===== src/source/tlx_cmd_pkg.sv =====
// command field widths, data widths and the command payload record
// shared by the FIFOs, the arbiter, the data sequencer and the top level
package tlx_cmd_pkg;

  // ----------------------------------------
  // command fields
  // ----------------------------------------
  localparam int OPCODE_W = 8;
  localparam int EA_W     = 68;
  localparam int AFUTAG_W = 16;
  localparam int DL_W     = 2;
  localparam int PL_W     = 3;
  localparam int ACTAG_W  = 12;
  localparam int PASID_W  = 20;

  // accelerator write data and one TLX beat
  localparam int CDATA_W = 1024;
  localparam int BEAT_W  = 512;

  // dl code of a 128-byte write, two beats
  localparam logic [DL_W-1:0] DL_128B = 2'b10;

  // 129 bits, opcode in the top bits
  typedef struct packed
  {
    logic [OPCODE_W-1:0] opcode;
    logic [EA_W-1:0]     ea_or_obj;
    logic [AFUTAG_W-1:0] afutag;
    logic [DL_W-1:0]     dl;
    logic [PL_W-1:0]     pl;
    logic [ACTAG_W-1:0]  actag;
    logic [PASID_W-1:0]  pasid;
  } cmd_payload_t;

endpackage


===== src/source/cmd_arbiter.sv =====
// alternating grant between the write and read command FIFOs
// one grant per cycle while credit allows, command leaves one cycle later
// from a registered output stage
module cmd_arbiter
  import tlx_cmd_pkg::*;
(
  input  logic             clk_tlx,
  input  logic             rst_n,
  input  logic             credit_ok,
  input  logic             wdata_busy,
  input  logic             wr_pending,
  input  cmd_payload_t     wr_head,
  input  logic             rd_pending,
  input  cmd_payload_t     rd_head,
  output logic             wr_grant,
  output logic             rd_grant,
  output logic [DL_W-1:0]  grant_dl,
  output logic             afu_tlx_cmd_valid,
  output cmd_payload_t     afu_tlx_cmd
);

  // crankshaft, low prefers write
  logic prefer_rd;
  logic wr_eligible;
  logic any_grant;

  // ----------------------------------------
  // grant selection
  // ----------------------------------------

  // write must wait out the second beat of the previous one
  assign wr_eligible = wr_pending && !wdata_busy;

  // preferred channel first, the other one if preferred has nothing
  assign wr_grant = credit_ok && wr_eligible && (!prefer_rd || !rd_pending);
  assign rd_grant = credit_ok && rd_pending && (prefer_rd || !wr_eligible);

  assign any_grant = wr_grant || rd_grant;

  // only looked at together with wr_grant
  assign grant_dl = wr_head.dl;

  always_ff @(posedge clk_tlx or negedge rst_n)
  begin
    if (!rst_n)
      prefer_rd <= 1'b0;
    else if (any_grant)
      prefer_rd <= !prefer_rd;
  end

  // ----------------------------------------
  // output stage
  // ----------------------------------------
  always_ff @(posedge clk_tlx or negedge rst_n)
  begin
    if (!rst_n)
      afu_tlx_cmd_valid <= 1'b0;
    else
      afu_tlx_cmd_valid <= any_grant;
  end

  always_ff @(posedge clk_tlx)
  begin
    if (any_grant)
      afu_tlx_cmd <= wr_grant ? wr_head : rd_head;
  end

  a_single_grant: assert property (
    @(posedge clk_tlx) disable iff (!rst_n)
    !(wr_grant && rd_grant)
  );

endmodule


===== config.mk =====
export PLATFORM = sky130hd
export DESIGN_NAME = cmd_arbiter
export DESIGN_NICKNAME = d
export VERILOG_FILES = /design/src/source/tlx_cmd_pkg.sv /design/src/source/cmd_arbiter.sv
export SDC_FILE = /design/constraint.sdc
export NUM_CORES = 1
export LEC_CHECK = 0
export BUFFER_PORTS_ARGS = -buffer_cell sky130_fd_sc_hd__buf_2
export CORE_AREA = 3 3 152 154
export DETAILED_ROUTE_END_ITERATION = 16
export DIE_AREA = 0 0 155 157
export SYNTH_ARGS = -nofsm -noshare
export SYNTH_HDL_FRONTEND = slang
export SYNTH_SLANG_ARGS = --single-unit

===== constraint.sdc =====
create_clock -name clk_tlx -period 4.15 [get_ports clk_tlx]
set_input_delay 0.83 -clock clk_tlx [delete_from_list [all_inputs] [get_ports clk_tlx]]
set_output_delay 0.83 -clock clk_tlx [all_outputs]
set_load 0.005 [all_outputs]

==> results of run 1 <==
## area by class of cell
| type | count | area [um2] | area share (%) |
|---|---|---|---|
| Clock buffer | 17 | 425.4 | 4.850 |
| Sequential cell | 131 | 3924 | 44.73 |
| Clock inverter | 15 | 131.4 | 1.498 |
| Timing Repair Buffer | 400 | 2047 | 23.33 |
| Multi-Input combinational cell | 136 | 1887 | 21.51 |
| Tap cell | 280 | 350.3 | 3.994 |
| Inverter | 2 | 7.507 | 0.08558 |
## routing by layer
layer | vias to the layer above | part of all wire, % | GRT usage, %
li1 | 1919 | - | -
met1 | 1850 | 37 | 14.78
met2 | 232 | 53 | 22.32
met3 | 15 | 8.8 | 4.372
met4 | 0 | 1.5 | 4.205
met5 | - | 0 | 0
## cells by family after synthesis
group | Yosys count | synth area share, %
simple gates | 4 | 0.4412
mux | 129 | 30.62
buf+inv | 18 | 2.709
compound gates | 2 | 0.2100
xor+xnor | 1 | 0.1471
flops | 131 | 65.87
## worst min path at each step
| stage | from | to |
|---|---|---|
| after global placement | prefer_rd | prefer_rd |
| after CTS | rst_n | afu_tlx_cmd_valid |
| after detailed placement | prefer_rd | prefer_rd |
| final | rst_n | prefer_rd |
| after floorplan | rst_n | afu_tlx_cmd_valid |
| after global routing | rst_n | afu_tlx_cmd_valid |
## stage by stage
stage	instance area [um2]	hold WS (ps)	setup WS [ps]	cells
floorplan	5958	528.7	1033	285
finish	8772	212.4	1695	981
CTS	8772	189.5	1647	981
detailed placement	8215	560.4	1659	949
global placement	8215	547.3	1655	949
global route	8772	177.7	1605	981
## critical path: stages
cell and delay, ps:
buf_2 90, nor2b_2 270, nand3_4 160, inv_1 140, buf_2 130
## registers in the layout, indices dropped and copies added (netlist names)
name,flops
afu_tlx_cmd,129
prefer_rd,1
afu_tlx_cmd_valid,1
## cell usage in the layout (no fill, tap or decap), types with 2 or more instances in the layout
| cell type | n |
|---|---|
| inv_1 | 2 |
| mux2_2 | 30 |
| clkinv_4 | 2 |
| buf_12 | 3 |
| clkbuf_16 | 17 |
| edfxtp_1 | 129 |
| inv_6 | 4 |
| clkinv_1 | 3 |
| nand2_1 | 2 |
| clkinvlp_4 | 5 |
| dfrtp_1 | 2 |
| buf_2 | 397 |
| mux2_4 | 99 |
## power by group
group / internal (mW) / switching (mW)
Clock: 0.827 / 0.601
Sequential: 1.57 / 0.0218
Combinational: 0.298 / 0.195
==> metrics.md, run 1 <==
| Metric | Value |
|---|---|
| Status | completed |
| Most frequent cell after synthesis | edfxtp_1 |
| Minimum clock period | around 2500 ps |
| Worst-skew pair later-pin latency | between 400 and 500 ps |
| Placer congestion estimate | 0.7347 |
| Total power | 3.510 mW |
| Setup crit start | wr_pending |
| # diodes | 0 |
| Initial antenna violation count | 1 |
| Worst-margin pin slew | 763.3 ps |
| Hold buffers post-CTS | 0 |
| H-tree Lvls | 4 |
| Total Routed Length | 16,530 um |
| Mapped Avg Cell Area | between 20 and 25 um2 |
| Crit Reg-Reg Startpoint | prefer_rd |
| Remaining antenna violation count | 0 |
| Post-synth top area cell | edfxtp_1 |
| DRC violations left | 0 |
| Initial Util | 27.30% |
| Critical Path Sink | wr_grant |
| Setup TNS | 0 ps |
| Largest net degree at the start of global routing | 126 |
| Clock-pin slew on the worst setup and hold paths | ~60 ps |
| Share of the synthesized area in the top cell type | approximately 65% |
| Nets | 952 |
| Fmax | 0.4073 GHz |
| Layout area overhead | 47.26% |
| Ys async rst share | 1.527% |
| Die area | 24,340 um2 |
| CTS tree | yes |
| Die Span Y | between 150 and 200 um |
| Net Count, Synth | between 500 and 600 |
| Die X | 155 um |
| Required time of the critical path | 3320 ps |
| CTS resizes | 0 |
| Initial DRT Pass Iterations | 4 |
| Clock buffer depth | 2 |
| Area of the core | approximately 22,000 um2 |
| First-pass GRT wire length | 23,290 um |
| Hold Violations, Final | 0 |
| R2R Setup Slk | approximately 2500 ps |
| Rows | 54 |
| CTS Buf Count | 17 |
| Share of layout cells above drive strength 1 | between 80% and 90% |
| Leak | 4.187 nW |
| Crit share post-route | between 50% and 60% |
| Post-synthesis sequential area ratio | 65.87% |
| CP Max Fanout | 3 |
| Synth cell types | 14 |
| Via count | 4,016 |
| Synth warn | 0 |
| Slew margin rel. | 49.11% |
| Predominant post-synthesis flop cell | edfxtp_1 |
| R2R depth | 4 |
| Crit. End Element | output pin |
| Pins Over Slew Limit | 0 |
| Root Buffer | clkbuf_16 |
| RR Endpoint | afu_tlx_cmd[17] |
| DR vias/cell | 4.094 |
| Hold WC Path Type | in -> async |
| Port Buffer Count | 397 |
| Top post-synthesis cells by count | 129 x edfxtp_1, 99 x mux2_4, 30 x mux2_2 |
| Cell count after synthesis | 285 |
| RSZ-0062 raised after global routing | false |
| Critical path startpoint category | input port |
| Max Cap Viol | 0 |
| Post-CTS Setup Bufs | 0 |
| Mapped Area | 5957 um2 |
| Fillers | 2,089 |
| Detailed Place HPWL | 12,700 um |
| Cell Pwr Density | between 400 and 500 nW/um2 |
| I/O pins | approximately 400 |
| Overflow after GRT | 0 |
| Crit path kind | in -> out |
| Synth top area cells | edfxtp_1 65%, mux2_4 25%, mux2_2 5.7% |
| Initial DRC Count | 150 |
| Setup violators final | 0 |
| Clk sinks | 131 |
| Vias in the first global route | 3,994 |
| Synth Register Bits | 131 |
| DR WL/cell | 16.85 um |
| GR Util All Layers | 12.79% |
| Skew final | 9.227 ps |
| Number of flops mapped to enable cells by yosys | 129 |
| Maximum vdd drop | 0.0002179 V |
| Worst EP arrival | ~1600 ps |
| Util after Layout | between 40% and 50% |
(Power assumes the default switching activity.)
==> inputs of run 2 (changes only) <==
==> constraint.sdc (replaced) <==
create_clock -name clk_tlx -period 2.5 [get_ports clk_tlx]
set_input_delay 0.5 -clock clk_tlx [delete_from_list [all_inputs] [get_ports clk_tlx]]
set_output_delay 0.5 -clock clk_tlx [all_outputs]
set_load 0.005 [all_outputs]
==> run 2 against run 1 <==
  * Global-route usage shrank 0.58 points
  * Clock power is 66% higher
  * First-iteration DRC count grew 3.3%
  * Core utilization increased by 0.37 points
  * Critical endpoint unchanged
==> metrics.md, run 2 (same netlist as run 1, synthesis figures left out) <==
| Metric | Value |
|---|---|
| Area of the core | 21,820 um2 |
| Port Buffer Count | slightly below 400 |
| RSZ-0062 raised after global routing | false |
| Pins Over Slew Limit | 0 |
| R2R depth | 5 |
| Fmax | 0.4961 GHz |
| Required time of the critical path | 2000 ps |
| Worst EP arrival | 1520 ps |
| Most common cell after layout, fill and taps aside | buf_2 |
| Setup violators final | 0 |
| Leak | 4.230 nW |
| Hold path cells | 2 |
| Root Buffer | clkbuf_16 |
| Total Routed Length | 15,930 um |
| Hold WC Path Type | in -> reg |
| H-tree Lvls | 4 |
| CTS tree | yes |
| Critical path startpoint category | flip-flop |
| Hold Violations, Final | 0 |
| Fillers | 2,069 |
| Via count | 4,108 |
| Die area | roughly 24,000 um2 |
| GR Util All Layers | 12.20% |
| Vias in the first global route | 4,131 |
| DP Area | 8285 um2 |
| DR vias/cell | 4.158 |
| Setup TNS | 0 ps |
| Cell Pwr Density | 659.0 nW/um2 |
| Minimum clock period | 2016 ps |
| Crit. End Element | output pin |
| Placer congestion estimate | around 0.74 |
| Initial Util | 27.30% |
| Layout area overhead | 48.62% |
| Initial DRC Count | 155 |
| CTS resizes | 0 |
| Worst-skew pair later-pin latency | 420 ps |
| Largest net degree at the start of global routing | 66 |
| Initial DRT Pass Iterations | 4 |
| Die Span Y | 157 um |
| Worst-margin pin slew | 407.7 ps |
| Detailed Place HPWL | roughly 13,000 um |
| Area of the multi-input gates | 1887 um2 |
| Clock buffer depth | 2 |
| Status | completed |
| Slowest stage cell, crit path | dfrtp_1 |
| Skew final | 9.807 ps |
| Leading cell types in the layout, fill and taps excluded | 397 x buf_2, 129 x edfxtp_1, 99 x mux2_4 |
| Maximum vdd drop | 0.0003855 V |
| DRC violations left | 0 |
| Crit path kind | reg -> out |
| Max reg flops | 129 |
| Nets | 959 |
| I/O pins | slightly below 400 |
| Clock-pin slew on the worst setup and hold paths | 60 ps |
| DR WL/cell | 16.13 um |
| Overflow after GRT | 0 |
| Sequential cell area | 3924 um2 |
| Share of layout cells above drive strength 1 | 80.23% |
| Top flop regs | afu_tlx_cmd (129), afu_tlx_cmd_valid (1), prefer_rd (1) |
| Reg with most FFs | afu_tlx_cmd |
| # diodes | 0 |
| Clk sinks | approximately 130 |
| Post-CTS Setup Bufs | 0 |
| First-pass GRT wire length | 22,560 um |
| CP Max Fanout | 54 |
| Worst-path cell chain | nand2_1 -> nand3_4 -> buf_12 -> inv_1 -> buf_2 |
| Rows | 54 |
| Remaining antenna violation count | 0 |
| Crit share post-route | 80.63% |
| Initial antenna violation count | 2 |
| Placed cell count | 955 |
| Max Cap Viol | 0 |
| Final Non-Filler Cells | 988 |
| Die X | 155 um |
| Fin area | 8853 um2 |
| Slew margin rel. | approximately 73% |
| CTS Buf Count | 17 |
| Hold buffers post-CTS | 1 |
| Critical path's largest stage delay | 370 ps |
==> run 2: cell types whose count changed in the layout (fill, tap and decap cells not counted), sizes merged <==
cell,change
clkinv,-1
clkbuf,+1
dlygate4sd3,+1
buf,+6
==> run 2: path summary, 6_finish.rpt <==
kind / startpoint / end / slack [ps]
setup reg to reg: prefer_rd / afu_tlx_cmd[48] / 830
hold reg to reg: prefer_rd / prefer_rd / 620
hold / removal: rd_head[47] / afu_tlx_cmd[47] / 380
setup / recovery: prefer_rd / wr_grant / 480
min in group asynchronous: rst_n / prefer_rd / 450
max in group asynchronous: rst_n / afu_tlx_cmd_valid / 1950
==> run 2: per-layer routing <==
layer  GRT usage (%)  up-vias  part of all wire [%]
met5               0        -                  0.20
met1           12.90     1895                    36
met3           5.004       21                    11
met4           4.163        4                   1.5
li1                -     1939                     -
met2           22.03      249                    52
==> run 2: critical path: cells and delay by family, from the launching register on <==
kind / cells / cell delay, ps
buf+inv: 3 / 490
flops: 1 / 370
simple gates: 2 / 210
==> run 2: report_power, final <==
group	leakage (nW)	internal, mW	switching, mW	total (mW)
logic	2.72	0.507	0.322	0.829
clock network	0.257	1.38	0.990	2.37
registers	1.25	2.60	0.0375	2.64
total	4.23	4.49	1.35	5.83
==> run 2: metrics by stage <==
stage / hold WS, ps / setup slack [ps] / utilization [%] / power [mW]
floorplan: 204.4 / 392.0 / - / 3.115
global placement: 285.2 / 518.3 / 37.97 / 3.514
detailed placement: 286.9 / 502.6 / 37.97 / 3.528
CTS: 361.4 / 429.8 / 40.57 / 5.941
global route: 354.5 / 394.1 / 40.57 / 6.105
finish: 379.1 / 484.3 / 40.57 / 5.834
==> run 2: area by class of cell <==
type                            count  share of cell area [%]
Sequential cell                   131                   44.32
Timing Repair Buffer              407                   24.02
Multi-Input combinational cell    136                   21.31
Clock buffer                       18                   4.847
Tap cell                          280                   3.957
Clock inverter                     14                   1.456
Inverter                            2                 0.08479
