$ cat src/source/tlx_flow_pkg.sv
// queue sizing and credit limits of the command converter
// the FIFOs and the credit tracker take their constants from here
package tlx_flow_pkg;

  // per-channel FIFO
  localparam int FIFO_DEPTH = 32;
  localparam int FIFO_AW    = 5;

  // ready drops at half full
  localparam logic [FIFO_AW:0] READY_LIMIT = 6'd16;

  // credit counters
  localparam int CMD_CREDIT_W  = 4;
  localparam int DATA_CREDIT_W = 6;

  // grants stop at or below this command count
  localparam logic [CMD_CREDIT_W-1:0] CMD_CREDIT_RESERVE = 4'd3;
  // grants stop below this data count
  localparam logic [DATA_CREDIT_W-1:0] DATA_CREDIT_RESERVE = 6'd5;

endpackage

$ cat src/source/cmd_fifo.sv
// synchronous show-ahead FIFO, payload type chosen per instance
// head is valid while not_empty; ready is a fill-level hint to the writer
// a push while full is dropped and sets the sticky overflow flag
module cmd_fifo
  import tlx_flow_pkg::*;
#(
  parameter type payload_t = logic
)
(
  input  logic     clk_tlx,
  input  logic     rst_n,
  input  logic     push,
  input  payload_t din,
  input  logic     pop,
  output payload_t head,
  output logic     not_empty,
  output logic     ready,
  output logic     overflow
);

  payload_t           mem [FIFO_DEPTH];
  logic [FIFO_AW-1:0] wr_ptr;
  logic [FIFO_AW-1:0] rd_ptr;
  logic [FIFO_AW:0]   fill;
  logic               full;
  logic               do_push;
  logic               do_pop;

  assign full      = (fill == (FIFO_AW+1)'(FIFO_DEPTH));
  assign not_empty = (fill != '0);
  assign ready     = (fill < READY_LIMIT);
  assign head      = mem[rd_ptr];

  // entry is lost when full
  assign do_push = push && !full;
  assign do_pop  = pop && not_empty;

  always_ff @(posedge clk_tlx)
  begin
    if (do_push)
      mem[wr_ptr] <= din;
  end

  // pointers wrap naturally at FIFO_DEPTH
  always_ff @(posedge clk_tlx or negedge rst_n)
  begin
    if (!rst_n)
    begin
      wr_ptr   <= '0;
      rd_ptr   <= '0;
      fill     <= '0;
      overflow <= 1'b0;
    end
    else
    begin
      if (do_push)
        wr_ptr <= wr_ptr + 1'b1;
      if (do_pop)
        rd_ptr <= rd_ptr + 1'b1;
      case ({do_push, do_pop})
        2'b10:   fill <= fill + 1'b1;
        2'b01:   fill <= fill - 1'b1;
        default: fill <= fill;
      endcase
      if (push && full)
        overflow <= 1'b1;
    end
  end

  // the reader only pops a head it has seen
  a_no_pop_when_empty: assert property (
    @(posedge clk_tlx) disable iff (!rst_n)
    pop |-> not_empty
  );

endmodule

$ cat config.mk
export PLATFORM = sky130hd
export DESIGN_NAME = cmd_fifo
export DESIGN_NICKNAME = d
export VERILOG_FILES = /design/src/source/tlx_flow_pkg.sv /design/src/source/cmd_fifo.sv
export SDC_FILE = /design/constraint.sdc
export NUM_CORES = 1
export LEC_CHECK = 0
export BUFFER_PORTS_ARGS = -buffer_cell sky130_fd_sc_hd__buf_2
export CAP_MARGIN = 15
export CORE_MARGIN = 2
export CORE_UTILIZATION = 55
export CTS_BUF_LIST = sky130_fd_sc_hd__clkbuf_16
export CTS_CLUSTER_DIAMETER = 30
export DETAILED_ROUTE_END_ITERATION = 16
export GPL_ROUTABILITY_DRIVEN = 0
export PLACE_DENSITY_LB_ADDON = 0.12
export SLEW_MARGIN = 20
export SYNTH_ARGS = -nofsm -noshare
export SYNTH_HDL_FRONTEND = slang
export SYNTH_SLANG_ARGS = --single-unit
$ cat constraint.sdc
create_clock -name clk_tlx -period 3.95 [get_ports clk_tlx]
set_input_delay 0.395 -clock clk_tlx [delete_from_list [all_inputs] [get_ports clk_tlx]]
set_output_delay 0.395 -clock clk_tlx [all_outputs]
set_load 0.01 [all_outputs]
==> key figures, run 1 <==
Critical path
  – Register-to-Register Path Depth: 8
  – CP Capture Type: register
  – Worst setup SP type: register
  – Setup CP Type: reg -> reg
  – CP max-delay cell: or4b_2
  – Arrival time worst endpoint: 3.26 ns
  – Crit-path cells: nor4_4 > a21boi_1 > ha_1 > ha_1 > or4b_2 > o311ai_0 > or3b_2 > xor2_1
  – Most frequent CP cell: ha_1
  – Max stage delay on crit path: 0.67 ns
  – Data required time of the worst path: 4.16 ns
  – Worst Path Max Fanout: 9

Route
  – Remaining DRCs: 0
  – Routed length per instance: 16.9 um
  – Post-route ant nets: 0
  – Via/cell ratio: 5.73
  – Initial DRC Count: 136
  – Routed wire length: 4260 um
  – Via count: 1,445
  – Drt first pass iters: 4

Floorplanning
  – Die height: 71.0 um
  – I/O pin cnt: 9
  – Rows: 24
  – Die area: 5040 sq um
  – CORE AREA: 4350 sq um
  – Die X: 71.0 um
  – Initial Utilization: 56.7%

Placed design
  – DP HPWL: 2930 um
  – IO buf count: 8
  – Pre-CTS setup slack: 0.917 ns

Clocking
  – CTS Sinks: 49
  – Reg clk slew, reported paths: 0.06 ns
  – TritonCTS clock tree: built
  – Post-CTS Repair Setup Buffers: 0
  – Clk_lat worst skew: 0.28 ns
  – TritonCTS Buffers: 5
  – Post-CTS Resized: 0
  – CTS root buf: clkbuf_16
  – # hold bufs at CTS: 0
  – Clock Path Buffers: 2
  – Htree depth: 2

Logic synthesis
  – Netlist cell types: 42
  – Syn Nets: 209
  – Yosys Warn Count: 0
  – Mapped Area: 2470 sq um
  – Sequential cell area fraction in the yosys report: 56.1%
  – Synthesized area per cell: 12.8 sq um
  – Top_reg_cell synth: edfxtp_1
  – Async S/R FF share, synth: 34.7%
  – Number of synthesized flops with an enable pin: 32
  – Number of synthesized register bits: 49
  – Cell count after synthesis: 193

Power and ir drop
  – Power per Cell Area: 738 nW/um^2
  – Maximum vdd drop: 0.000396 V
  – Sw Ratio: 35.1%
  – Clock power share: 23.7%
  – Leakage power: 0.992 nW
  – Net Sw Power: 694 uW
  – Combinational Power Share: 32.8%
  – Sequential share of power: 43.5%
  – Internal: 1.28 mW

STA
  – Slew Limit Fails: 0
  – Max Fclk: 328 MHz
  – PnR worst setup slack: 0.904 ns
  – Endpoints failing setup: 0
  – Tcrit/Tclk final: 77.1%
  – RSZ-0062 raised after global routing: no
  – Minimum clock period: 3.05 ns
  – Fin Setup TNS: 0 ns
  – Final Hold Slack: 0.0460 ns
  – Slew headroom: 51.1%
  – Worst-margin pin slew: 0.733 ns
  – Final hold vios: 0
  – Final Skew: 0.00245 ns

Run
  – MaxCap Viol Count: 0

Layout
  – Final Net Count: 215
  – Fillcell total: 343
  – Register Area: 1390 sq um
  – Area of the multi-input gates: 1000 sq um
  – Util after Layout: 61.5%
  – Layout cells sized above 1: 14.5%
  – Area Overhead vs Synth: 8.41%
  – N_diodes: 0

Status
  – Status: finished, final reports clean

Min path
  – Worst hold path type: in -> async

Global route
  – Tot GR Track Use: 19.1%
  – Initial antenna violation count: 0
  – Largest net degree at the start of global routing: 33
  – Global-route wire length before repair: 7290 um
  – Gr ovfl total: 0
  – Number of global-route vias before repair: 1,468
-- layout make-up --
class                      instances  share of cell area (%)
timing repair buffer               8                    1.50
inverter                           5                   0.701
clock buffer                       5                    4.67
clock inverter                     3                    1.40
multi-input combinational        130                    37.5
tap                               52                    2.43
sequential                        49                    51.8
-- worst paths after layout --
path                             end  startpoint  slack, ns
setup / recovery             fill[5]     fill[0]       0.90
hold / removal             rd_ptr[4]       rst_n       0.05
setup reg to reg             fill[5]     fill[0]       0.90
hold reg to reg             overflow    overflow       0.47
max in group asynchronous  wr_ptr[2]       rst_n       3.60
min in group clk_tlx        overflow        push       0.36
-- per-layer routing --
metal | wire length (um) | global-route usage, % | up-vias
li1 | - | - | 709
met1 | 1940 | 26.2 | 714
met2 | 2150 | 30.0 | 15
met3 | 104 | 4.70 | 7
met4 | 64 | 6.71 | 0
met5 | 0 | 0 | -
-- power groups by stage --
stage | registers (mW) | logic, mW | clock network [mW]
after floorplan | 0.741 | 0.644 | 0
after global placement | 0.864 | 0.630 | 0
after detailed placement | 0.870 | 0.654 | 0
after CTS | 0.860 | 0.659 | 0.478
after global routing | 0.889 | 0.730 | 0.499
final | 0.860 | 0.648 | 0.468
-- registers in the layout, indices dropped and copies added, names as in the netlist --
register,count
fill,6
mem,32
overflow,1
rd_ptr,5
wr_ptr,5
-- worst max-delay path: cells and delay by family (launching register included) --
kind                     cells  cell delay (ns)
AO/OA/AOI/OAI                2             0.36
XOR/XNOR                     1             0.13
adder cells (fa/ha/maj)      2             0.74
flip-flops                   1             0.47
AND/OR/NAND/NOR              3             1.27
-- stage by stage --
| stage | cells | total power, mW | cell area, sq um |
|---|---|---|---|
| final | 252 | 1.98 | 2680 |
| after global routing | 252 | 2.12 | 2680 |
| after CTS | 252 | 2.00 | 2680 |
| after detailed placement | 244 | 1.52 | 2510 |
| after global placement | 244 | 1.49 | 2510 |
| after floorplan | 193 | 1.39 | 2470 |
-- layout by cell type, fill, tap and decap left out, drive strengths merged, types with 2 or more instances in the layout --
cell	n
mux4	5
mux2	4
o21ai	6
a21oi	2
xor2	3
or3b	4
mux2i	6
buf	8
nor2	35
nand3b	6
clkbuf	5
inv	6
dfrtp	17
edfxtp	32
nand3	3
nand4	6
a21boi	2
nor4	2
nand2	12
a21o	2
a311oi	2
xnor2	10
ha	10
-- synthesized netlist by cell type (2+ instances only) --
master / instances / share of area (%)
xor2_1: 3 / 1.1
mux4_1: 4 / 4.3
nand4_1: 5 / 1.3
nor2_1: 35 / 5.3
mux2_2: 3 / 1.4
a21oi_1: 2 / 0.41
edfxtp_1: 32 / 39
ha_1: 10 / 5.1
o21ai_0: 6 / 1.2
a21o_1: 2 / 0.61
nand3b_1: 6 / 1.8
clkbuf_1: 4 / 0.61
dfrtp_1: 17 / 17
or3b_2: 4 / 1.4
nand3_1: 2 / 0.41
mux2i_1: 6 / 2.4
xnor2_1: 10 / 3.5
inv_1: 5 / 0.76
nand2_1: 12 / 1.8
a311oi_1: 2 / 0.71
buf_2: 2 / 0.41
-- cell families (layout without fill, tap and decap cells) --
kind of cell | after synthesis | after routing | share of synthesized area [%]
AO/OA/AOI/OAI | 18 | 18 | 5.02
XOR/XNOR | 13 | 13 | 4.61
adder cells (fa/ha/maj) | 11 | 11 | 5.88
buffers and inverters | 14 | 21 | 3.19
flip-flops | 49 | 49 | 56.1
multiplexers | 15 | 15 | 9.57
AND/OR/NAND/NOR | 73 | 73 | 15.6
(Power assumes the default switching activity.)
==> run 2: changes to the inputs <==
==> constraint.sdc (replaced) <==
create_clock -name clk_tlx -period 2.7 [get_ports clk_tlx]
set_input_delay 0.27 -clock clk_tlx [delete_from_list [all_inputs] [get_ports clk_tlx]]
set_output_delay 0.27 -clock clk_tlx [all_outputs]
set_load 0.01 [all_outputs]
==> run 2 against run 1 <==
  * Register-to-register slack got worse by 0.73 ns
  * Sequential power increased by 44%
  * Count of clock-buffer cells in the layout unchanged
  * Global-route usage up 1.3 points
  * Power up 48%
  * Via count up 5.3%
  * Cell area rose by 4.1%
  * Sequential share of layout area fell by 2.0 points
  * Largest cell class unchanged
  * Highest routed layer unchanged
==> key figures, run 2 (synthesis results as in run 1) <==
Status
  – Status: finished, final reports clean

Power and ir drop
  – Power per Cell Area: 1050 nW/um^2
  – Internal: 1.87 mW
  – Maximum vdd drop: 0.000478 V
  – Sw Ratio: 36.2%
  – Leakage power: 1.06 nW
  – Tot Pwr: 2.93 mW
  – Clock power share: 20.1%
  – Net Sw Power: 1.06 mW
  – Combinational Power Share: 37.4%
  – Sequential share of power: 42.5%

Global route
  – Initial antenna violation count: 0
  – Largest net degree at the start of global routing: 33
  – Gr ovfl total: 0
  – Global-route wire length before repair: 7710 um
  – Tot GR Track Use: 20.4%
  – Number of global-route vias before repair: 1,574

Floorplanning
  – Rows: 24
  – Die height: 71.0 um
  – Initial Utilization: 56.7%
  – Die area: 5040 sq um
  – I/O pin cnt: 9
  – Die X: 71.0 um
  – CORE AREA: 4350 sq um

Critical path
  – Arrival time worst endpoint: 2.30 ns
  – CP Capture Type: primary output
  – Data required time of the worst path: 2.43 ns
  – Worst setup SP type: register
  – Worst Path Max Fanout: 11
  – Setup CP Type: reg -> out

Route
  – Via/cell ratio: 5.74
  – Drt first pass iters: 4
  – Routed wire length: 4740 um
  – Via count: 1,521
  – Initial DRC Count: 110
  – Routed length per instance: 17.9 um
  – Post-route ant nets: 0
  – Remaining DRCs: 0

Layout
  – Largest register FFs: 32
  – Area Overhead vs Synth: 12.9%
  – Fin cells: 265
  – Most common cell after layout, fill and taps aside: nor2_1
  – Most frequent cells in the layout: 35 x nor2_1, 32 x edfxtp_1, 17 x dfrtp_1
  – Regs by FF count: mem (32), fill (6)
  – N_diodes: 0
  – Fillcell total: 323
  – Top reg by flops: mem
  – Layout cells sized above 1: 20.2%
  – Area of the multi-input gates: 1040 sq um
  – Register Area: 1390 sq um
  – Final Net Count: 228

Placed design
  – IO buf count: 8
  – DP HPWL: 3230 um
  – Inst Count DP: 250

Clocking
  – Clock Path Buffers: 2
  – Clk_lat worst skew: 0.29 ns
  – TritonCTS Buffers: 5
  – Htree depth: 2
  – TritonCTS clock tree: built
  – CTS root buf: clkbuf_16
  – CTS Sinks: 49
  – Reg clk slew, reported paths: 0.06 ns

STA
  – Final Hold Slack: 0.245 ns
  – Final Skew: 0.00832 ns
  – Final hold vios: 0
  – Endpoints failing setup: 0
  – Slew Limit Fails: 0
  – Worst-margin pin slew: 0.623 ns
  – Tcrit/Tclk final: 95.2%
  – RSZ-0062 raised after global routing: no
  – Fin Setup TNS: 0 ns
  – Minimum clock period: 2.57 ns
  – Slew headroom: 58.5%
  – Max Fclk: 389 MHz

Min path
  – Worst hold path type: in -> reg

Run
  – MaxCap Viol Count: 0
[run 2: worst paths after layout]
| kind | start | endpoint | slack [ns] | depth (start not counted) |
|---|---|---|---|---|
| max in group asynchronous | rst_n | wr_ptr[4] | 1.92 | 2 |
| min | push | overflow | 0.24 | 2 |
| min in group asynchronous | rst_n | wr_ptr[3] | 0.47 | 2 |
| max reg2reg | fill[0] | fill[5] | 0.17 | 9 |
| min reg2reg | overflow | overflow | 0.48 | 1 |
| max | rd_ptr[1] | head | 0.13 | 5 |
[run 2: timing repair]
item                                   in CTS  in global routing
setup endpoints to repair                   1                  1
cloned                                      0                  0
hold buffers                                1                  0
endpoints found under the hold margin      17                  0
resized for setup                           1                  3
setup buffers                               3                  3
pin swaps                                   1                  5
[run 2: worst max-delay path: stages, from the launching register on]
cell	delay [ns]
dfrtp_1	0.74
mux4_1	0.65
mux2_2	0.28
nand3_1	0.10
nand4_2	0.09
buf_2	0.15
[run 2: routing by layer]
metal	part of all wire (%)	track usage, %	vias up
met4	1.2	6.92	0
met2	51	34.9	17
met5	0	0	-
met1	45	25.6	753
li1	-	-	744
met3	2.5	4.70	7
[run 2: final cells by class]
type                            instances  area share (%)
Sequential cell                        49            49.7
Multi-Input combinational cell        130            37.2
Timing Repair Buffer                   21            5.21
Clock buffer                            5            4.49
Tap cell                               52            2.33
Inverter                                5           0.673
Clock inverter                          3           0.404
[run 2: power by group through the flow]
stage | combinational (mW) | clock, mW | sequential, mW
floorplan | 0.947 | 0 | 1.08
global placement | 0.990 | 0 | 1.24
detailed placement | 1.04 | 0 | 1.25
CTS | 1.07 | 0.599 | 1.24
global route | 1.21 | 0.623 | 1.28
finish | 1.10 | 0.588 | 1.24
[run 2: through the flow]
| step | utilization (%) | area, sq um | setup WS (ns) |
|---|---|---|---|
| 2_1_floorplan | - | 2480 | 0.00808 |
| 3_3_place_gp | 58.9 | 2570 | 0.0797 |
| 3_5_place_dp | 58.9 | 2570 | -0.0125 |
| 4_1_cts | 63.0 | 2750 | 0.0483 |
| 5_1_grt | 64.0 | 2790 | 0.0311 |
| 6_report | 64.0 | 2790 | 0.129 |
