$ cat config.mk
export PLATFORM = sky130hd
export DESIGN_NAME = wdata_sequencer
export DESIGN_NICKNAME = d
export VERILOG_FILES = /design/src/source/tlx_cmd_pkg.sv /design/src/source/wdata_sequencer.sv
export SDC_FILE = /design/constraint.sdc
export NUM_CORES = 1
export LEC_CHECK = 0
export ABC_AREA = 1
export BUFFER_PORTS_ARGS = -buffer_cell sky130_fd_sc_hd__buf_2
export CAP_MARGIN = 20
export CORE_AREA = 2 2 600 602
export DETAILED_ROUTE_END_ITERATION = 8
export DIE_AREA = 0 0 602 604
export PLACE_DENSITY = 0.37
export SYNTH_ARGS = -nofsm -noshare
export SYNTH_HDL_FRONTEND = slang
export SYNTH_SLANG_ARGS = --single-unit
$ cat constraint.sdc
create_clock -name clk_tlx -period 21.6 [get_ports clk_tlx]
set_input_delay 1.08 -clock clk_tlx [delete_from_list [all_inputs] [get_ports clk_tlx]]
set_output_delay 1.08 -clock clk_tlx [all_outputs]
set_load 0.03 [all_outputs]
$ cat src/source/tlx_cmd_pkg.sv
// command field widths, data widths and the command payload record
// shared by the FIFOs, the arbiter, the data sequencer and the top level
package tlx_cmd_pkg;

  // ----------------------------------------
  // command fields
  // ----------------------------------------
  localparam int OPCODE_W = 8;
  localparam int EA_W     = 68;
  localparam int AFUTAG_W = 16;
  localparam int DL_W     = 2;
  localparam int PL_W     = 3;
  localparam int ACTAG_W  = 12;
  localparam int PASID_W  = 20;

  // accelerator write data and one TLX beat
  localparam int CDATA_W = 1024;
  localparam int BEAT_W  = 512;

  // dl code of a 128-byte write, two beats
  localparam logic [DL_W-1:0] DL_128B = 2'b10;

  // 129 bits, opcode in the top bits
  typedef struct packed
  {
    logic [OPCODE_W-1:0] opcode;
    logic [EA_W-1:0]     ea_or_obj;
    logic [AFUTAG_W-1:0] afutag;
    logic [DL_W-1:0]     dl;
    logic [PL_W-1:0]     pl;
    logic [ACTAG_W-1:0]  actag;
    logic [PASID_W-1:0]  pasid;
  } cmd_payload_t;

endpackage

$ cat src/source/wdata_sequencer.sv
// turns the 1024-bit write data of a granted write into TLX beats
// lower half goes out the cycle after the grant, the upper half one
// cycle later for a 128-byte write; busy covers the gap in between
module wdata_sequencer
  import tlx_cmd_pkg::*;
(
  input  logic               clk_tlx,
  input  logic               rst_n,
  input  logic               wr_grant,
  input  logic [DL_W-1:0]    grant_dl,
  input  logic [CDATA_W-1:0] wdata_head,
  output logic               wdata_busy,
  output logic               afu_tlx_cdata_valid,
  output logic [BEAT_W-1:0]  afu_tlx_cdata_bus
);

  logic              upper_pending;
  logic [BEAT_W-1:0] upper_hold;

  // second beat still owed
  assign wdata_busy = upper_pending;

  always_ff @(posedge clk_tlx or negedge rst_n)
  begin
    if (!rst_n)
    begin
      afu_tlx_cdata_valid <= 1'b0;
      upper_pending       <= 1'b0;
    end
    else
    begin
      afu_tlx_cdata_valid <= wr_grant || upper_pending;
      upper_pending       <= wr_grant && (grant_dl == DL_128B);
    end
  end

  // beat data, upper half parked until its cycle
  always_ff @(posedge clk_tlx)
  begin
    if (wr_grant)
    begin
      afu_tlx_cdata_bus <= wdata_head[BEAT_W-1:0];
      upper_hold        <= wdata_head[CDATA_W-1:BEAT_W];
    end
    else if (upper_pending)
      afu_tlx_cdata_bus <= upper_hold;
  end

  // arbiter holds writes back while the upper beat is owed
  a_no_grant_when_busy: assert property (
    @(posedge clk_tlx) disable iff (!rst_n)
    wr_grant |-> !wdata_busy
  );

endmodule

==> metrics.md, run 1 <==
| Metric | Value |
|---|---|
| Outcome | finished clean |
| Gpl congestion | 0.906 |
| Clock Sinks | about 1,000 |
| Die width | 602 um |
| Initial Utilization | 10.5% |
| Mean Syn Cell Area | about 14 um^2 |
| Post-layout net count | ~5,300 |
| Hold Vio Cnt, Final | 0 |
| Clk slew on worst S/H paths | 0.06 ns |
| Worst-skew pair later-pin latency | around 0.8 ns |
| Core Area | 358,000 um^2 |
| Inst Count DP | just under 9,000 |
| Final setup violation count | 0 |
| Die height | about 600 um |
| Worst Path Required | between 20 and 25 ns |
| RSZ-0062 raised after global routing | false |
| CP max-delay cell | buf_4 |
| Clk_skew | approximately 0.03 ns |
| Leak pwr | ~0.023 uW |
| Final hold slack | ~0.44 ns |
| Yosys warning total | 0 |
| Gr usage total | between 10% and 20% |
| Slew margin rel. | 28.1% |
| Antenna-violating nets left | 0 |
| Tot Pwr | between 5000 and 6000 uW |
| Fin area | around 55,000 um^2 |
| Sequential power share | approximately 47% |
| Io pins | around 1,500 |
| Initial antenna violation count | about 180 |
| Fin Setup TNS | 0 ns |
| F_max | between 200 and 250 MHz |
| DRT Pass-1 Iters | 5 |
| Int Pwr | 3830 uW |
| Hold Crit Class | in2reg |
| Worst-path cell chain | buf_8 > or2_4 > buf_4 > buf_4 > buf_4 |
| Post-route insts no fill | approximately 9,000 |
| DP HPWL | roughly 190,000 um |
| Peak supply drop | 0.0519 mV |
| Slowest stage delay, CP | between 0.9 and 1 ns |
| Critical path type | in2reg |
| WP data arrival | 4.88 ns |
| Pwr dens | 95.9 nW/um^2 |
| Largest net degree at the start of global routing | 134 |
| Crit share post-route | between 20 and 25% |
| WL/cell | 24.4 um |
| Post-CTS Setup Inserts | 0 |
| Std-Cell Rows | 220 |
| Sequential share of the synthesized area | about 80% |
| Clock root cell | clkbuf_16 |
| Min Tclk post-route | 4.46 ns |
| Slew @ Worst Pin | about 1.1 ns |
| Total vias in the final route | between 20,000 and 30,000 |
| Setup crit start kind | primary input |
| First-pass GRT wire length | ~280,000 um |
| Detailed-route vias per instance | 3.01 |
| Placed Instance Area | about 51,000 um^2 |
| Htree depth | 4 |
| Cell mode on critical path | buf_4 |
| Ratio of cells with drive above 1 in the final layout | between 40% and 50% |
| Cts hold-fix bufs | 1 |
| Resized Gates After CTS | 0 |
| Flop and latch count out of synthesis | roughly 1,000 |
| Gate Count Post-Synth | roughly 2,700 |
| DRT iter0 DRCs | 1,969 |
| Max cap viols | 0 |
| Final wirelength | about 230,000 um |
| Sw frac | between 20% and 30% |
| Distinct cell type count after synthesis | 10 |
| Die area | approximately 360,000 um^2 |
| CP max FO | between 70 and 80 |
| Post-Syn Area | between 30,000 and 40,000 um^2 |
| Critical path endpoint category | flop |
| Max Transition Viols Final | 0 |
| Port bufs | about 1,500 |
| TritonCTS clock tree | yes |
| Longest Clk Path Bufs | 4 |
| Syn_nets | about 3,700 |
| # DRC | 0 |
| Area delta synth->final | 47.1% |
| Combinational share of power | between 10% and 20% |
| Psw | ~1500 uW |
| Proportion of power drawn by the clock network | a little over two fifths |
| CTS buffer count | 141 |
| Gr ovfl total | 0 |
| Vias in the first global route | between 20,000 and 30,000 |
## cell usage in the layout, fill, tap and decap left out
cell / n
dfrtp_1: 2
clkinvlp_4: 4
buf_4: 27
buf_12: 2
clkinv_4: 4
edfxtp_1: 1024
dlygate4sd3_1: 1
buf_8: 1
bufinv_16: 5
nand2_1: 1537
inv_8: 1
clkinv_1: 30
buf_16: 2
clkbuf_1: 30
clkinv_8: 2
diode_2: 86
inv_16: 3
inv_6: 6
nor2_1: 1
clkbuf_16: 143
or2_4: 1
buf_2: 1541
clkinv_2: 18
clkinv_16: 1
## sequential cells by signal, summed over array words and instances (netlist names)
signal               flops
afu_tlx_cdata_bus      512
afu_tlx_cdata_valid      1
upper_hold             512
wdata_busy               1
## per-layer routing
| metal | global-route usage, % | share of wire (%) |
|---|---|---|
| met5 | 0 | 0.21 |
| met2 | 21.5 | 51 |
| met3 | 5.19 | 10 |
| met4 | 4.73 | 4.6 |
| met1 | 11.9 | 34 |
## metrics by stage
step	utilization [%]	worst slack [ns]
floorplan	-	13.32
global placement	14.1	16.25
detailed placement	14.1	16.19
CTS	15.3	17.12
global route	15.4	16.91
finish	15.4	17.14
## worst max-delay path: cells and delay by family
kind	cells	cell delay, ns
AND/OR/NAND/NOR	1	0.84
buffers and inverters	4	2.60
## Yosys cell counts
library cell | n | share of area (%)
clkbuf_1 | 3 | 0.030
inv_2 | 1 | 0.010
dfrtp_1 | 2 | 0.13
buf_6 | 51 | 1.5
buf_4 | 1 | 0.020
nor2_1 | 1 | 0.010
nand2_1 | 1537 | 15
buf_2 | 58 | 0.77
or2_2 | 1 | 0.017
edfxtp_1 | 1024 | 82
## power by group through the flow
stage / logic, uW / registers (uW) / clock network, uW
6_report: 590 / 2450 / 2240
5_1_grt: 637 / 2470 / 2410
4_1_cts: 607 / 2460 / 2350
3_5_place_dp: 605 / 2500 / 0
3_3_place_gp: 604 / 2500 / 0
2_1_floorplan: 121 / 2650 / 0
## final timing paths
path                            startpoint                endpoint  slack (ns)  cells after the start
max in group asynchronous            rst_n     afu_tlx_cdata_valid       20.89                      2
max                               wr_grant  afu_tlx_cdata_bus[266]       17.14                      5
min                            grant_dl[0]              wdata_busy        0.44                      2
min in group asynchronous            rst_n              wdata_busy        0.62                      2
max reg2reg                     wdata_busy  afu_tlx_cdata_bus[266]       17.47                      4
min reg2reg                upper_hold[164]  afu_tlx_cdata_bus[164]        0.51                      2
## kinds of logic after synthesis
logic type             count (synthesis)  synth area share (%)
buffers and inverters                114                  2.37
DFF                                 1026                  82.2
and+or+nand+nor                     1539                  15.4
## area by class of cell
cell class | count | area (um^2)
timing repair buffer | 1574 | 8040
tap | 4773 | 5970
multi-input combinational | 1539 | 5780
inverter | 1 | 11.3
sequential | 1026 | 30800
antenna | 86 | 215
clock buffer | 173 | 3690
fill | 40200 | 302000
clock inverter | 73 | 593
Power figures use the tool's default switching activity.
==> run 2: changes to the inputs <==
--- a/config.mk
+++ b/config.mk
@@ -8,9 +8,9 @@
 export ABC_AREA = 1
 export BUFFER_PORTS_ARGS = -buffer_cell sky130_fd_sc_hd__buf_2
 export CAP_MARGIN = 20
-export CORE_AREA = 2 2 600 602
+export CORE_AREA = 2 2 606 608
 export DETAILED_ROUTE_END_ITERATION = 8
-export DIE_AREA = 0 0 602 604
+export DIE_AREA = 0 0 608 610
 export PLACE_DENSITY = 0.37
 export SYNTH_ARGS = -nofsm -noshare
 export SYNTH_HDL_FRONTEND = slang
==> constraint.sdc (replaced) <==
create_clock -name clk_tlx -period 4.5 [get_ports clk_tlx]
set_input_delay 0.225 -clock clk_tlx [delete_from_list [all_inputs] [get_ports clk_tlx]]
set_output_delay 0.225 -clock clk_tlx [all_outputs]
set_load 0.03 [all_outputs]
==> run 2 against run 1 <==
  * Final cell count up 12%
  * Sequential power grew to 4.8 times the previous value
  * Via count is 15% higher
  * Clock power grew to 4.9 times the previous value
  * Count of clock-buffer cells in the layout shrank 5
  * Die area increased by 2.0%
  * Worst hold slack got worse by 0.31 ns
  * Utilization is 2.7 points higher
  * Highest routed layer unchanged
  * Sequential cell count did not move
  * Design area is 20% higher
  * Register-to-register slack worse by 15 ns
  * Global-route usage increased by 0.075 points
==> metrics.md, run 2 (synthesis gave the netlist of run 1 again) <==
| Metric | Value |
|---|---|
| Outcome | finished clean (unchanged) |
| Die area | 371,000 um^2 (was 364,000 um^2) |
| Cts hold-fix bufs | 1,056 (was 1) |
| Peak supply drop | 0.258 mV (was 0.0519 mV) |
| Port bufs | 1,542 (unchanged) |
| Hold Path Stages | 2 (unchanged) |
| Clk slew on worst S/H paths | 0.06 ns (about the same) |
| Clk_skew | 0.0624 ns (was 0.0300 ns) |
| Htree depth | 4 (unchanged) |
| Pwr dens | 403 nW/um^2 (was 95.9 nW/um^2) |
| Hold Crit Class | in2reg (unchanged) |
| Die height | 610 um (was 604 um) |
| Max cap viols | 0 (unchanged) |
| FILL cells | 40,400 (was 40,200) |
| Post-CTS Setup Inserts | 0 (unchanged) |
| Io pins | 1,543 (unchanged) |
| WL/cell | 22.5 um (was 24.4 um) |
| Resized Gates After CTS | 0 (unchanged) |
| Leak pwr | 0.0277 uW (was 0.0231 uW) |
| DP HPWL | 186,000 um (about the same) |
| Reg2reg path depth | 3 (was 4) |
| Slew margin rel. | 42.1% (was 28.1%) |
| Final hold slack | 0.126 ns (was 0.436 ns) |
| Commonest non-fill, non-tap cell in the layout | buf_2 (unchanged) |
| First-pass GRT wire length | 301,000 um (was 284,000 um) |
| Clock Sinks | 1,026 (unchanged) |
| Initial Utilization | 10.3% (was 10.5%) |
| Total vias in the final route | 32,100 (was 27,800) |
| WHS Endpoint | upper_hold[55] (was wdata_busy) |
| R2r startpoint | wdata_busy (unchanged) |
| Critical path endpoint category | flop (unchanged) |
| Final wirelength | 232,000 um (was 226,000 um) |
| Worst reg-to-reg setup slack | 2.47 ns (was 17.47 ns) |
| # DRC | 0 (unchanged) |
| Min Tclk post-route | around 2.4 ns |
| Fin Setup TNS | 0 ns (unchanged) |
| Worst Path Required | 5.21 ns (was 22.02 ns) |
| Std-Cell Rows | 222 (was 220) |
| Antenna-violating nets left | 0 (unchanged) |
| Gpl congestion | 0.906 (about the same) |
| Ratio of cells with drive above 1 in the final layout | 32.8% (was 40.2%) |
| CP max FO | 107 (was 71) |
| Die width | 608 um (was 602 um) |
| Critical R2R Capture | afu_tlx_cdata_bus[44] (was afu_tlx_cdata_bus[266]) |
| Slew @ Worst Pin | 0.868 ns (was 1.08 ns) |
| Critical path type | in2reg (unchanged) |
| TritonCTS clock tree | yes (unchanged) |
| Inst Count DP | 8,973 (was 8,910) |
| DRT iter0 DRCs | 2,065 (was 1,969) |
| Hold_sp | wdata_head[567] (was grant_dl[0]) |
| Post-route insts no fill | 10,300 (was 9,245) |
| Detailed-route vias per instance | 3.12 (was 3.01) |
| Max Transition Viols Final | 0 (unchanged) |
| Gr usage total | 12.0% (was 11.9%) |
| Largest net degree at the start of global routing | 139 (was 134) |
| WP data arrival | 3.10 ns (was 4.88 ns) |
| Crit share post-route | a little over half |
| Crit path from | wr_grant (unchanged) |
| Most frequent cells in the layout | 1,541 x buf_2, 1,537 x nand2_1, 1,056 x dlygate4sd3_1 (was 1,541 x buf_2, 1,537 x nand2_1, 1,024 x edfxtp_1) |
| Setup crit start kind | primary input (unchanged) |
| Area delta synth->final | 76.2% (was 47.1%) |
| Post-layout net count | 6,382 (was 5,312) |
| Clock root cell | clkbuf_16 (unchanged) |
| Biggest regs | afu_tlx_cdata_bus: 512 flops, upper_hold: 512 flops (unchanged) |
| Hold Vio Cnt, Final | 0 (unchanged) |
| CTS buffer count | 138 (was 141) |
| Multi-input combinational cell area | 5780 um^2 (unchanged) |
| Longest Clk Path Bufs | 4 (unchanged) |
| Tot Pwr | 26,600 uW (was 5280 uW) |
| Gr ovfl total | 0 (unchanged) |
| Vias in the first global route | 33,600 (was 28,300) |
| F_max | around 420 MHz |
| Initial antenna violation count | 158 (was 184) |
| Final setup violation count | 0 (unchanged) |
| Worst-skew pair later-pin latency | 0.84 ns (was 0.81 ns) |
| DRT Pass-1 Iters | 5 (unchanged) |
| Sequential Area | 30,800 um^2 (about the same) |
| Core Area | 364,000 um^2 (was 358,000 um^2) |
| RSZ-0062 raised after global routing | false (unchanged) |
==> run 2: changes by cell type in the layout (fill, tap and decap cells not counted), sizes merged, moves of 4 or more <==
cell and delta:
bufinv +5, clkinv -4, buf +18, dlygate4sd3 +1055, clkbuf -5, diode -47
==> run 2: per-stage QoR <==
stage	area [um^2]	utilization [%]	setup slack [ns]
after floorplan	37500	-	-0.143
after global placement	50900	14.0	1.77
after detailed placement	51000	14.0	2.06
after CTS	65900	18.1	2.14
after global routing	66000	18.1	2.03
final	66000	18.1	2.11
==> run 2: power breakdown <==
part           internal [uW]  switching, uW
combinational           1400           2330
sequential             11500            370
clock                   6350           4700
==> run 2: how the worst max path moves through the flow <==
stage / cells after the start / slack [ns] / end
floorplan: 3 / -0.14 / afu_tlx_cdata_bus[0]
global placement: 3 / 1.77 / afu_tlx_cdata_bus[378]
detailed placement: 4 / 2.06 / afu_tlx_cdata_bus[58]
CTS: 7 / 2.14 / wdata_busy
global route: 7 / 2.03 / wdata_busy
finish: 7 / 2.11 / wdata_busy
==> run 2: final cells by class <==
class | count | share of cell area, %
antenna | 39 | 0.148
clock buffer | 168 | 5.47
clock inverter | 74 | 1.18
inverter | 1 | 0.0171
multi-input combinational | 1539 | 8.76
sequential | 1026 | 46.7
tap | 4816 | 9.13
timing repair buffer | 2647 | 28.6
==> run 2: worst max-delay path, stage by stage <==
cell	delay [ns]
dlygate4sd3_1	0.56
buf_8	0.30
buf_12	0.29
buf_12	0.47
nand2_1	0.10
nor2_1	0.22
dlygate4sd3_1	0.67
==> run 2: per-layer routing <==
metal  up-vias  share of wire (%)  GRT usage [%]
li1      14500                  -              -
met5         -               0.11              0
met2      1432                 53           22.4
met4        40                3.1           3.29
met3       437                6.9           3.22
met1     15700                 37           13.1
